<file path="src/sigdecode_z_pkg.sv">
// Shared constants and types for the z decoder of an ML-DSA signature
// Only the gamma1 = 2^19 parameter set is covered (ML-DSA-65 and ML-DSA-87)
// Four packed coefficients travel per input word, so one polynomial is 64 words
// Decoded coefficients are plain values in 0 to q-1, not Montgomery form

package sigdecode_z_pkg;

    // --------------------------------------------------
    // Scheme constants
    // --------------------------------------------------

    // Width of one decoded coefficient, wide enough for any value below q
    localparam int COEFF_W = 24;

    // The ML-DSA prime modulus
    localparam logic [COEFF_W-1:0] DILITHIUM_Q = 24'd8380417;

    // Gamma1 is a power of two, so the exponent is all the datapath needs
    localparam int GAMMA1_BITS = 19;

    // One packed z coefficient holds gamma1 - z in 20 bits
    localparam int Z_W = GAMMA1_BITS + 1;

    // --------------------------------------------------
    // Polynomial geometry
    // --------------------------------------------------

    // Decoding lanes, one coefficient each per word
    localparam int LANES = 4;

    localparam int N_COEFFS = 256;

    // Each word carries LANES coefficients
    localparam int N_WORDS = N_COEFFS / LANES;

    // Enough bits to index every word of one polynomial
    localparam int ADDR_W = $clog2(N_WORDS);

    // --------------------------------------------------
    // Types
    // --------------------------------------------------

    // Lane k sits in bits 20k to 20k+19, lane 0 at the bottom
    typedef logic [LANES*Z_W-1:0] zword_t;

    typedef logic [COEFF_W-1:0] coeff_t;

    // Write request towards the polynomial memory
    // Element 0 of c is lane 0 and lands in the least significant bits
    typedef struct packed {
        logic                   en;
        logic [ADDR_W-1:0]      addr;
        coeff_t [LANES-1:0]     c;
    } wr_req_t;

endpackage

</file>
<file path="src/sigdecode_z_addr_ctr.sv">
// Word counter and write strobe for one polynomial
// Enable and address are registered to line up with the one cycle lane latency
// The count wraps after the last word, a new start clears it anyway

`timescale 1ns/1ps

module sigdecode_z_addr_ctr (
    input  logic                                   clk,
    input  logic                                   reset_n,
    input  logic                                   zeroize_i,
    input  logic                                   clear_i,
    input  logic                                   inc_i,
    output logic                                   last_o,
    output logic                                   wr_en_o,
    output logic [sigdecode_z_pkg::ADDR_W-1:0]     wr_addr_o
);

    localparam int AW = sigdecode_z_pkg::ADDR_W;

    // Number of words accepted so far in this polynomial
    logic [AW-1:0] count_q;

    // --------------------------------------------------
    // Word count
    // --------------------------------------------------

    always_ff @(posedge clk or negedge reset_n) begin
        if (!reset_n) begin
            count_q <= '0;
        end else if (zeroize_i || clear_i) begin
            count_q <= '0;
        end else if (inc_i) begin
            count_q <= count_q + 1'b1;
        end
    end

    // The word being accepted now is the final one of the polynomial
    assign last_o = (count_q == AW'(sigdecode_z_pkg::N_WORDS - 1));

    // --------------------------------------------------
    // Write strobe, one cycle after acceptance
    // --------------------------------------------------

    always_ff @(posedge clk or negedge reset_n) begin
        if (!reset_n) begin
            wr_en_o   <= 1'b0;
            wr_addr_o <= '0;
        end else if (zeroize_i) begin
            wr_en_o   <= 1'b0;
            wr_addr_o <= '0;
        end else begin
            wr_en_o <= inc_i;
            // Address holds between writes
            if (inc_i) begin
                wr_addr_o <= count_q;
            end
        end
    end

endmodule

</file>
<file path="src/sigdecode_z_ctrl.sv">
// Sequencer for one polynomial, start to done
// Start is honoured in IDLE and in DONE, never while busy
// Valid strobes count only in RUN, there is no back-pressure
// Zeroize is synchronous and returns straight to IDLE

`timescale 1ns/1ps

module sigdecode_z_ctrl (
    input  logic clk,
    input  logic reset_n,
    input  logic zeroize_i,
    input  logic start_i,
    input  logic valid_i,
    input  logic last_i,
    output logic clear_o,
    output logic inc_o,
    output logic busy_o,
    output logic done_o
);

    typedef enum logic [1:0] {
        IDLE  = 2'd0,
        RUN   = 2'd1,
        FLUSH = 2'd2,
        DONE  = 2'd3
    } state_t;

    state_t state_q;
    state_t state_d;

    // A start that opens a new polynomial
    logic start_ok;

    // --------------------------------------------------
    // Decoded outputs
    // --------------------------------------------------

    // DONE lasts a single cycle, so a start there is not lost
    assign start_ok = start_i && (state_q == IDLE || state_q == DONE);

    // The counter must be at zero before the first word can be sampled
    assign clear_o = start_ok;

    // Words are accepted only while the run is open
    assign inc_o = valid_i && (state_q == RUN);

    // FLUSH covers the cycle where the final write is on the bus
    assign busy_o = (state_q == RUN) || (state_q == FLUSH);

    assign done_o = (state_q == DONE);

    // --------------------------------------------------
    // Next state
    // --------------------------------------------------

    always_comb begin
        state_d = state_q;
        case (state_q)
            IDLE: begin
                if (start_ok) begin
                    state_d = RUN;
                end
            end
            RUN: begin
                if (inc_o && last_i) begin
                    state_d = FLUSH;
                end
            end
            FLUSH: state_d = DONE;
            DONE: state_d = start_ok ? RUN : IDLE;
            default: state_d = IDLE;
        endcase
    end

    always_ff @(posedge clk or negedge reset_n) begin
        if (!reset_n) begin
            state_q <= IDLE;
        end else if (zeroize_i) begin
            state_q <= IDLE;
        end else begin
            state_q <= state_d;
        end
    end

endmodule

</file>
<file path="src/sigdecode_z_top.sv">
// Decoder for the z part of an ML-DSA signature, one polynomial per start
// Each accepted word gives one write request a cycle later, no flow control
// The consumer must take every write, the source must hold off valid
// until busy is high

`timescale 1ns/1ps

module sigdecode_z_top (
    input  logic                        clk,
    input  logic                        reset_n,
    input  logic                        zeroize_i,
    input  logic                        start_i,
    input  logic                        valid_i,
    input  sigdecode_z_pkg::zword_t     data_i,
    output sigdecode_z_pkg::wr_req_t    wr_o,
    output logic                        busy_o,
    output logic                        done_o
);

    localparam int LANES = sigdecode_z_pkg::LANES;
    localparam int Z_W   = sigdecode_z_pkg::Z_W;

    // Control to counter
    logic clear;
    logic accept;

    // Counter back to control
    logic last;

    // Fields of the write request before they are packed
    logic                                  wr_en;
    logic [sigdecode_z_pkg::ADDR_W-1:0]    wr_addr;
    sigdecode_z_pkg::coeff_t [LANES-1:0]   lane_c;

    sigdecode_z_ctrl u_ctrl (
        .clk       (clk),
        .reset_n   (reset_n),
        .zeroize_i (zeroize_i),
        .start_i   (start_i),
        .valid_i   (valid_i),
        .last_i    (last),
        .clear_o   (clear),
        .inc_o     (accept),
        .busy_o    (busy_o),
        .done_o    (done_o)
    );

    sigdecode_z_addr_ctr u_addr_ctr (
        .clk       (clk),
        .reset_n   (reset_n),
        .zeroize_i (zeroize_i),
        .clear_i   (clear),
        .inc_i     (accept),
        .last_o    (last),
        .wr_en_o   (wr_en),
        .wr_addr_o (wr_addr)
    );

    // --------------------------------------------------
    // Decoding lanes
    // --------------------------------------------------

    // Lanes run on every cycle, the enable marks which outputs are real
    for (genvar k = 0; k < LANES; k++) begin : g_lane
        sigdecode_z_unit u_lane (
            .clk       (clk),
            .reset_n   (reset_n),
            .zeroize_i (zeroize_i),
            .data_i    (data_i[k*Z_W +: Z_W]),
            .data_o    (lane_c[k])
        );
    end

    always_comb begin
        wr_o.en   = wr_en;
        wr_o.addr = wr_addr;
        wr_o.c    = lane_c;
    end

endmodule

</file>
<file path="src/sigdecode_z_unit.sv">
// One decoding lane for a single packed z coefficient
// Output is gamma1 - z folded into 0 to q-1 and appears one clock after the input
// The input is treated as unsigned, so any 20-bit value is accepted
// Zeroize is synchronous and clears the pipeline register

`timescale 1ns/1ps

module sigdecode_z_unit (
    input  logic                                   clk,
    input  logic                                   reset_n,
    input  logic                                   zeroize_i,
    input  logic [sigdecode_z_pkg::Z_W-1:0]        data_i,
    output sigdecode_z_pkg::coeff_t                data_o
);

    // Gamma1 as a full width operand
    localparam sigdecode_z_pkg::coeff_t GAMMA1 =
        sigdecode_z_pkg::coeff_t'(1) << sigdecode_z_pkg::GAMMA1_BITS;

    // --------------------------------------------------
    // Stage 0 subtracts z from gamma1
    // --------------------------------------------------

    sigdecode_z_pkg::coeff_t opb;
    sigdecode_z_pkg::coeff_t diff_d;
    logic                    carry_d;

    // Registered difference and its sign
    sigdecode_z_pkg::coeff_t diff_q;
    logic                    neg_q;

    // Stage 1 candidate with q added back
    sigdecode_z_pkg::coeff_t sum;

    // Subtraction as an add of the inverted operand with a carry in
    assign opb = ~sigdecode_z_pkg::coeff_t'(data_i);

    // The carry out is set when gamma1 >= z, which means no borrow happened
    assign {carry_d, diff_d} = {1'b0, GAMMA1} + {1'b0, opb} + 25'd1;

    always_ff @(posedge clk or negedge reset_n) begin
        if (!reset_n) begin
            diff_q <= '0;
            neg_q  <= 1'b0;
        end else if (zeroize_i) begin
            diff_q <= '0;
            neg_q  <= 1'b0;
        end else begin
            diff_q <= diff_d;
            neg_q  <= ~carry_d;
        end
    end

    // --------------------------------------------------
    // Stage 1 folds a negative difference into range
    // --------------------------------------------------

    // A negative difference is at least -(2^19 - 1), so one add of q suffices
    // Wrapping at 24 bits turns the two's complement value into q - |diff|
    assign sum = diff_q + sigdecode_z_pkg::DILITHIUM_Q;

    // Non-negative results are at most 2^19 and so already below q
    assign data_o = neg_q ? sum : diff_q;

endmodule

</file>
<file path="config.mk">
export PLATFORM = sky130hd
export DESIGN_NAME = sigdecode_z_top
export DESIGN_NICKNAME = d
export VERILOG_FILES = /design/src/sigdecode_z_pkg.sv /design/src/sigdecode_z_addr_ctr.sv /design/src/sigdecode_z_ctrl.sv /design/src/sigdecode_z_top.sv /design/src/sigdecode_z_unit.sv
export SDC_FILE = /design/constraint.sdc
export NUM_CORES = 1
export LEC_CHECK = 0
export ABC_AREA = 0
export BUFFER_PORTS_ARGS = -buffer_cell sky130_fd_sc_hd__buf_4
export CAP_MARGIN = 20
export CORE_ASPECT_RATIO = 0.6
export CORE_MARGIN = 2
export CORE_UTILIZATION = 45
export CTS_BUF_LIST = sky130_fd_sc_hd__clkbuf_8
export CTS_CLUSTER_SIZE = 14
export DETAILED_ROUTE_END_ITERATION = 10
export GPL_TIMING_DRIVEN = 0
export MAX_ROUTING_LAYER = met4
export PLACE_DENSITY = 0.77
export SYNTH_ARGS = -nofsm -noshare
export SYNTH_HDL_FRONTEND = slang
export SYNTH_SLANG_ARGS = --single-unit
</file>
<file path="constraint.sdc">
create_clock -name clk -period 3.9 [get_ports clk]
set_input_delay 0.39 -clock clk [delete_from_list [all_inputs] [get_ports clk]]
set_output_delay 0.39 -clock clk [all_outputs]
set_load 0.005 [all_outputs]
</file>
### Yosys cells after proc, flatten, opt, wreduce, memory -nomap -nowiden

Cells that the tools add are included.
Widths: inputs -> output; s select.

* register bits: 115
* latch bits: 0
* memory bits (writable): 0
* ROM bits: 0
* input bits: 85
* output and inout bits: 105
* word-level logic and storage cells: 71
* memories: 0

* $add $sub $neg: 13
* $mul: 0
* divide/modulo/power cells: 0
* $lt $le $gt $ge: 0
* equality and inequality tests: 6
* shift operators: 0
* muxes and demuxes: 22
* bitwise gates (word level): 8
* reductions and logical operators: 10

Operator list (number)
* $mux 24: 8
* $add 20x24->25 const A: 4
* $add 25x1->25 const B: 4
* $add 24x23->24 const B: 4
* $not 20->24: 4
* $mux 6: 4
* $pmux 2 s4: 1
* $add 6x1->6 const B: 1
* $eq 6x6->1 const B: 1
* $mux 1: 6
* $mux 2: 3
* $eq 2x2->1 const B: 2
* $not 1->1: 4
* $reduce_bool 2->1: 2
* $logic_and 1x1->1: 3
* $logic_or 1x1->1: 3
* $ne 3x2->1 const B: 1
* $ne 3x3->1 const B: 1
* $eq 2x1->1 const B: 1
* $logic_not 2->1: 1
* $reduce_and 2->1: 1

### Logic depth before layout (Yosys ltp)

* depth in word-level cells: 6
* depth in mapped cells: 7
* depth with buffers taken out: 6

### Modules after synthesis

From an unflattened synthesis, not the netlist that was laid out.

* cells, all modules: 787
* area, all modules: 7290.7 um^2

By module, submodules not included
* sigdecode_z_unit at g_lane[1].u_lane ...: instances 3, cells each 179, area an instance 1636.6 um^2, sequential area each 625.6 um^2
* sigdecode_z_unit at g_lane[0].u_lane: instances 1, cells each 177, area an instance 1599.0 um^2, sequential area each 625.6 um^2
* sigdecode_z_addr_ctr: instances 1, cells each 50, area an instance 576.8 um^2, sequential area each 325.3 um^2
* sigdecode_z_ctrl: instances 1, cells each 22, area an instance 197.7 um^2, sequential area each 50.0 um^2
* sigdecode_z_top: instances 1, cells each 1, area an instance 7.5 um^2, sequential area each 0.0 um^2

### Worst setup path after synthesis

No wires, ideal clock.

* kind: flip-flop to output port
* from: register g_lane[3].u_lane.diff_q[20]
* to: output port wr_o[95] (netlist bit)
* arrival time: 1.890 ns
* required time: 3.510 ns
* setup slack: 1.620 ns
* stages on the path, launching flop included: 5
* path through: dfrtp_1 or4_1 or4_1 o41ai_1 xnor2_1

RTL lines
* start, declared: line sigdecode_z_unit.sv:29 `sigdecode_z_pkg::coeff_t diff_q;`
* start signal, assigned: line sigdecode_z_unit.sv:49 `diff_q <= diff_d;`
* end, declared: line sigdecode_z_top.sv:15 `output sigdecode_z_pkg::wr_req_t wr_o,`

==> impl_metrics.json <==
{
  "crit_path_end_kind": "primary output",
  "area_growth_pct": 29.5,
  "grt_pass1_vias": 6039,
  "post-route-min-period_ns": 2.99,
  "start_util_pct": 46.0,
  "synth_top_area_share_pct": 40.8,
  "firstDrtPassIters": 8,
  "max_slew.worst_pin.slew_ns": 0.883,
  "pwr-share-comb_pct": 21.5,
  "synth-seq-cells": 115,
  "clock_skew_ns": 0.00711,
  "synthAdderAreaFrac_pct": 2.31,
  "fin_util_pct": 59.6,
  "yosys-mux-area-fraction_pct": 1.10,
  "nNetsFinal": 1087,
  "p_sw_uw": 928,
  "max_freq_mhz": 334,
  "switching_share_pct": 30.5,
  "io_buffers": 188,
  "synth_edf_count": 0,
  "critical_path.max_fanout": 9,
  "gr-usage-met3_pct": 4.91,
  "grt_pass1_wl_um": 31600,
  "h-tree-depth": 4,
  "cts.clk_slew.worst_paths_ns": 0.07,
  "critPathLaunchType": "register",
  "place.gp.congestion": 0.935,
  "vias_per_cell": 5.44,
  "cts.sinks": 115,
  "hold-path-endpoint": "g_lane[2].u_lane.diff_q[4]",
  "synth_nets": 878,
  "power_density_nw_per_um2": 333,
  "postSynthAreaPerCell_um2": 9.04,
  "ir_drop_mv": 0.230,
  "timing.rr.end": "u_addr_ctr.count_q[4]",
  "cts_resized": 0,
  "p_seq_share_pct": 43.9,
  "rsz0062_at_grt": "false",
  "outcome": "completed",
  "ff2ff_setup_slack_ns": 2.21,
  "drt-wirelength-per-cell_um": 16.4,
  "slew_viol_final": 0,
  "row_count": 35,
  "die_area_um2": 16700,
  "r2r-start": "u_ctrl.state_q[1]",
  "wl_um": 19800,
  "final_cell_mix": "buf_4, dfrtp_1, nor2_1",
  "crit_required_ns": 3.51,
  "cp_cell_sequence": "clkbuf_1 > nor2b_1 > nor3b_1 > nand4b_1 > xnor2_1 > buf_4",
  "synth_top_family_by_area": "simple AND/OR/NAND/NOR gates",
  "drt-initial-drc-count": 498,
  "intPower_mw": 2.11,
  "yosys.area_share.simple_pct": 30.1,
  "die_y_um": 101,
  "hold_path.class": "in2reg",
  "cts-root-buf": "clkbuf_8",
  "arrival_ns": 2.60,
  "power.share.clock_pct": 34.5,
  "ios": 190,
  "remaining_drc_errors": 0,
  "synth_compound_area_share_pct": 7.29,
  "core_area_um2": 15300,
  "antenna_found_initial": 0,
  "yosys.area_share.xor_xnor_pct": 16.1,
  "clk_latency_ns": 0.43,
  "worst_path_max_delay_cell": "nor3b_1",
  "postCtsSetupBuffers": 0,
  "dp_hpwl_um": 15800,
  "r2r_cells": 7,
  "grt_max_degree": 64,
  "ant_nets": 0,
  "drive_gt1_share_pct": 24.8,
  "synthFlopType": "dfrtp_1",
  "yosysSeqAreaShare_pct": 40.8,
  "yosysTopAreaCell": "dfrtp_1",
  "syn_inst": 780,
  "maxSlewHeadroom_pct": 40.6,
  "final_common_cell": "buf_4",
  "ys_warn_count": 0,
  "max_stage_delay_ns": 0.57,
  "hold_violations": 0,
  "crit_type": "reg2out",
  "synth.distinct_cells": 51,
  "ys_async_sr_fraction_pct": 100,
  "numCtsBuffers": 17,
  "fin_crit_sh_pct": 76.8,
  "grtUsageMet1_pct": 36.8,
  "leakagePower_nw": 4.15,
  "grt.met2_usage_pct": 33.2,
  "fill_cells": 1368,
  "syn_area_um2": 7050,
  "top_usage_layer": "met1",
  "cts_hold_buf": 1,
  "cts_max_path_buffers": 2,
  "synth_area_leaders": "dfrtp_1, xor2_1, xnor2_1",
  "finalSetupViolations": 0,
  "cts_tree": "yes",
  "dr_total_vias": 6551,
  "tns_ns": 0,
  "antenna_cells": 0,
  "dieWidth_um": 166,
  "cap_violations": 0,
  "hp-start": "data_i[44]",
  "grtUsageTotal_pct": 24.6,
  "overflow": 0,
  "whs_path_depth": 2,
  "fin_hold_ws_ns": 0.194
}
cell type report:
| cell class | instances | area (um^2) | area share, % |
|---|---|---|---|
| buffer | 22 | 95.1 | 1.04 |
| clock buffer | 18 | 248 | 2.71 |
| clock inverter | 14 | 130 | 1.42 |
| inverter | 17 | 63.8 | 0.699 |
| multi-input combinational | 626 | 4020 | 44.0 |
| sequential | 115 | 2880 | 31.5 |
| tap | 203 | 254 | 2.78 |
| timing repair buffer | 190 | 1450 | 15.9 |
registers in the layout, summed over array words and instances (netlist names):
| signal | flops |
|---|---|
| u_addr_ctr.wr_addr_o | 6 |
| u_ctrl.state_q | 2 |
| g_lane.u_lane.neg_q | 4 |
| u_addr_ctr.count_q | 6 |
| g_lane.u_lane.diff_q | 96 |
| u_addr_ctr.wr_en_o | 1 |
worst max-delay path by stage:
| stage | from | to | slack, ns |
|---|---|---|---|
| after floorplan | g_lane[3].u_lane.diff_q[20] | wr_o[95] | 1.62 |
| after global placement | data_i[60] | g_lane[3].u_lane.diff_q[16] | 1.32 |
| after detailed placement | data_i[60] | g_lane[3].u_lane.diff_q[16] | 1.28 |
| after CTS | g_lane[3].u_lane.neg_q | wr_o[92] | 0.86 |
| after global routing | g_lane[3].u_lane.neg_q | wr_o[92] | 0.69 |
| final | g_lane[3].u_lane.neg_q | wr_o[92] | 0.91 |
metrics by stage:
step | worst slack (ns) | area, um^2 | cells | power, mW
after CTS | 0.858 | 9140 | 1205 | 3.06
final | 0.905 | 9140 | 1205 | 3.04
after global routing | 0.692 | 9140 | 1205 | 3.21
after floorplan | 1.62 | 7050 | 780 | 1.66
after detailed placement | 1.28 | 8750 | 1172 | 2.01
after global placement | 1.32 | 8720 | 1171 | 1.99
cell families (layout without fill, tap and decap cells):
family	count (synthesis)	in the layout
and+or+nand+nor	400	400
muxes	7	7
AOI/OAI and AO/OA	76	76
DFF	115	115
xor gates and xnor gates	130	130
adders and majority gates	13	13
buffers and inverters	39	261
Yosys cell counts, types with 3 or more instances:
master,n
dfrtp_1,115
nor2_1,104
xor2_1,68
nor3_1,62
xnor2_1,62
nand2_1,55
nand4_1,30
nor4_1,26
a21oi_1,21
nand3_1,21
clkbuf_1,18
nand2b_1,18
inv_1,17
or4_1,16
ha_1,13
nor2b_1,10
o21ai_0,10
or3_1,10
and3_1,8
or2_2,8
a31oi_1,7
nand3b_1,7
o31a_1,7
o21a_1,6
a21boi_0,5
nor3b_1,5
a31o_2,4
mux2_2,4
nor4_2,4
o41ai_1,4
a211oi_1,3
nor4b_1,3
o31ai_1,3
or4b_1,3
routing by layer:
layer | vias to the layer above | routed length [um]
met2 | 250 | 8120
met1 | 3077 | 9890
met3 | 28 | 1420
li1 | 3196 | -
met5 | - | 0
met4 | 0 | 348
critical path, delay by kind of cell, from the launching register on:
family	cells	cell delay, ns
and+or+nand+nor	3	1.11
buffers and inverters	2	0.53
xor gates and xnor gates	1	0.20
DFF	1	0.32
power groups by stage:
stage | Sequential, mW | Combinational [mW] | Clock (mW)
after floorplan | 1.34 | 0.319 | 0
after global placement | 1.36 | 0.639 | 0
after detailed placement | 1.36 | 0.655 | 0
after CTS | 1.34 | 0.660 | 1.07
after global routing | 1.35 | 0.733 | 1.13
final | 1.34 | 0.655 | 1.05
(Power assumes the default switching activity.)
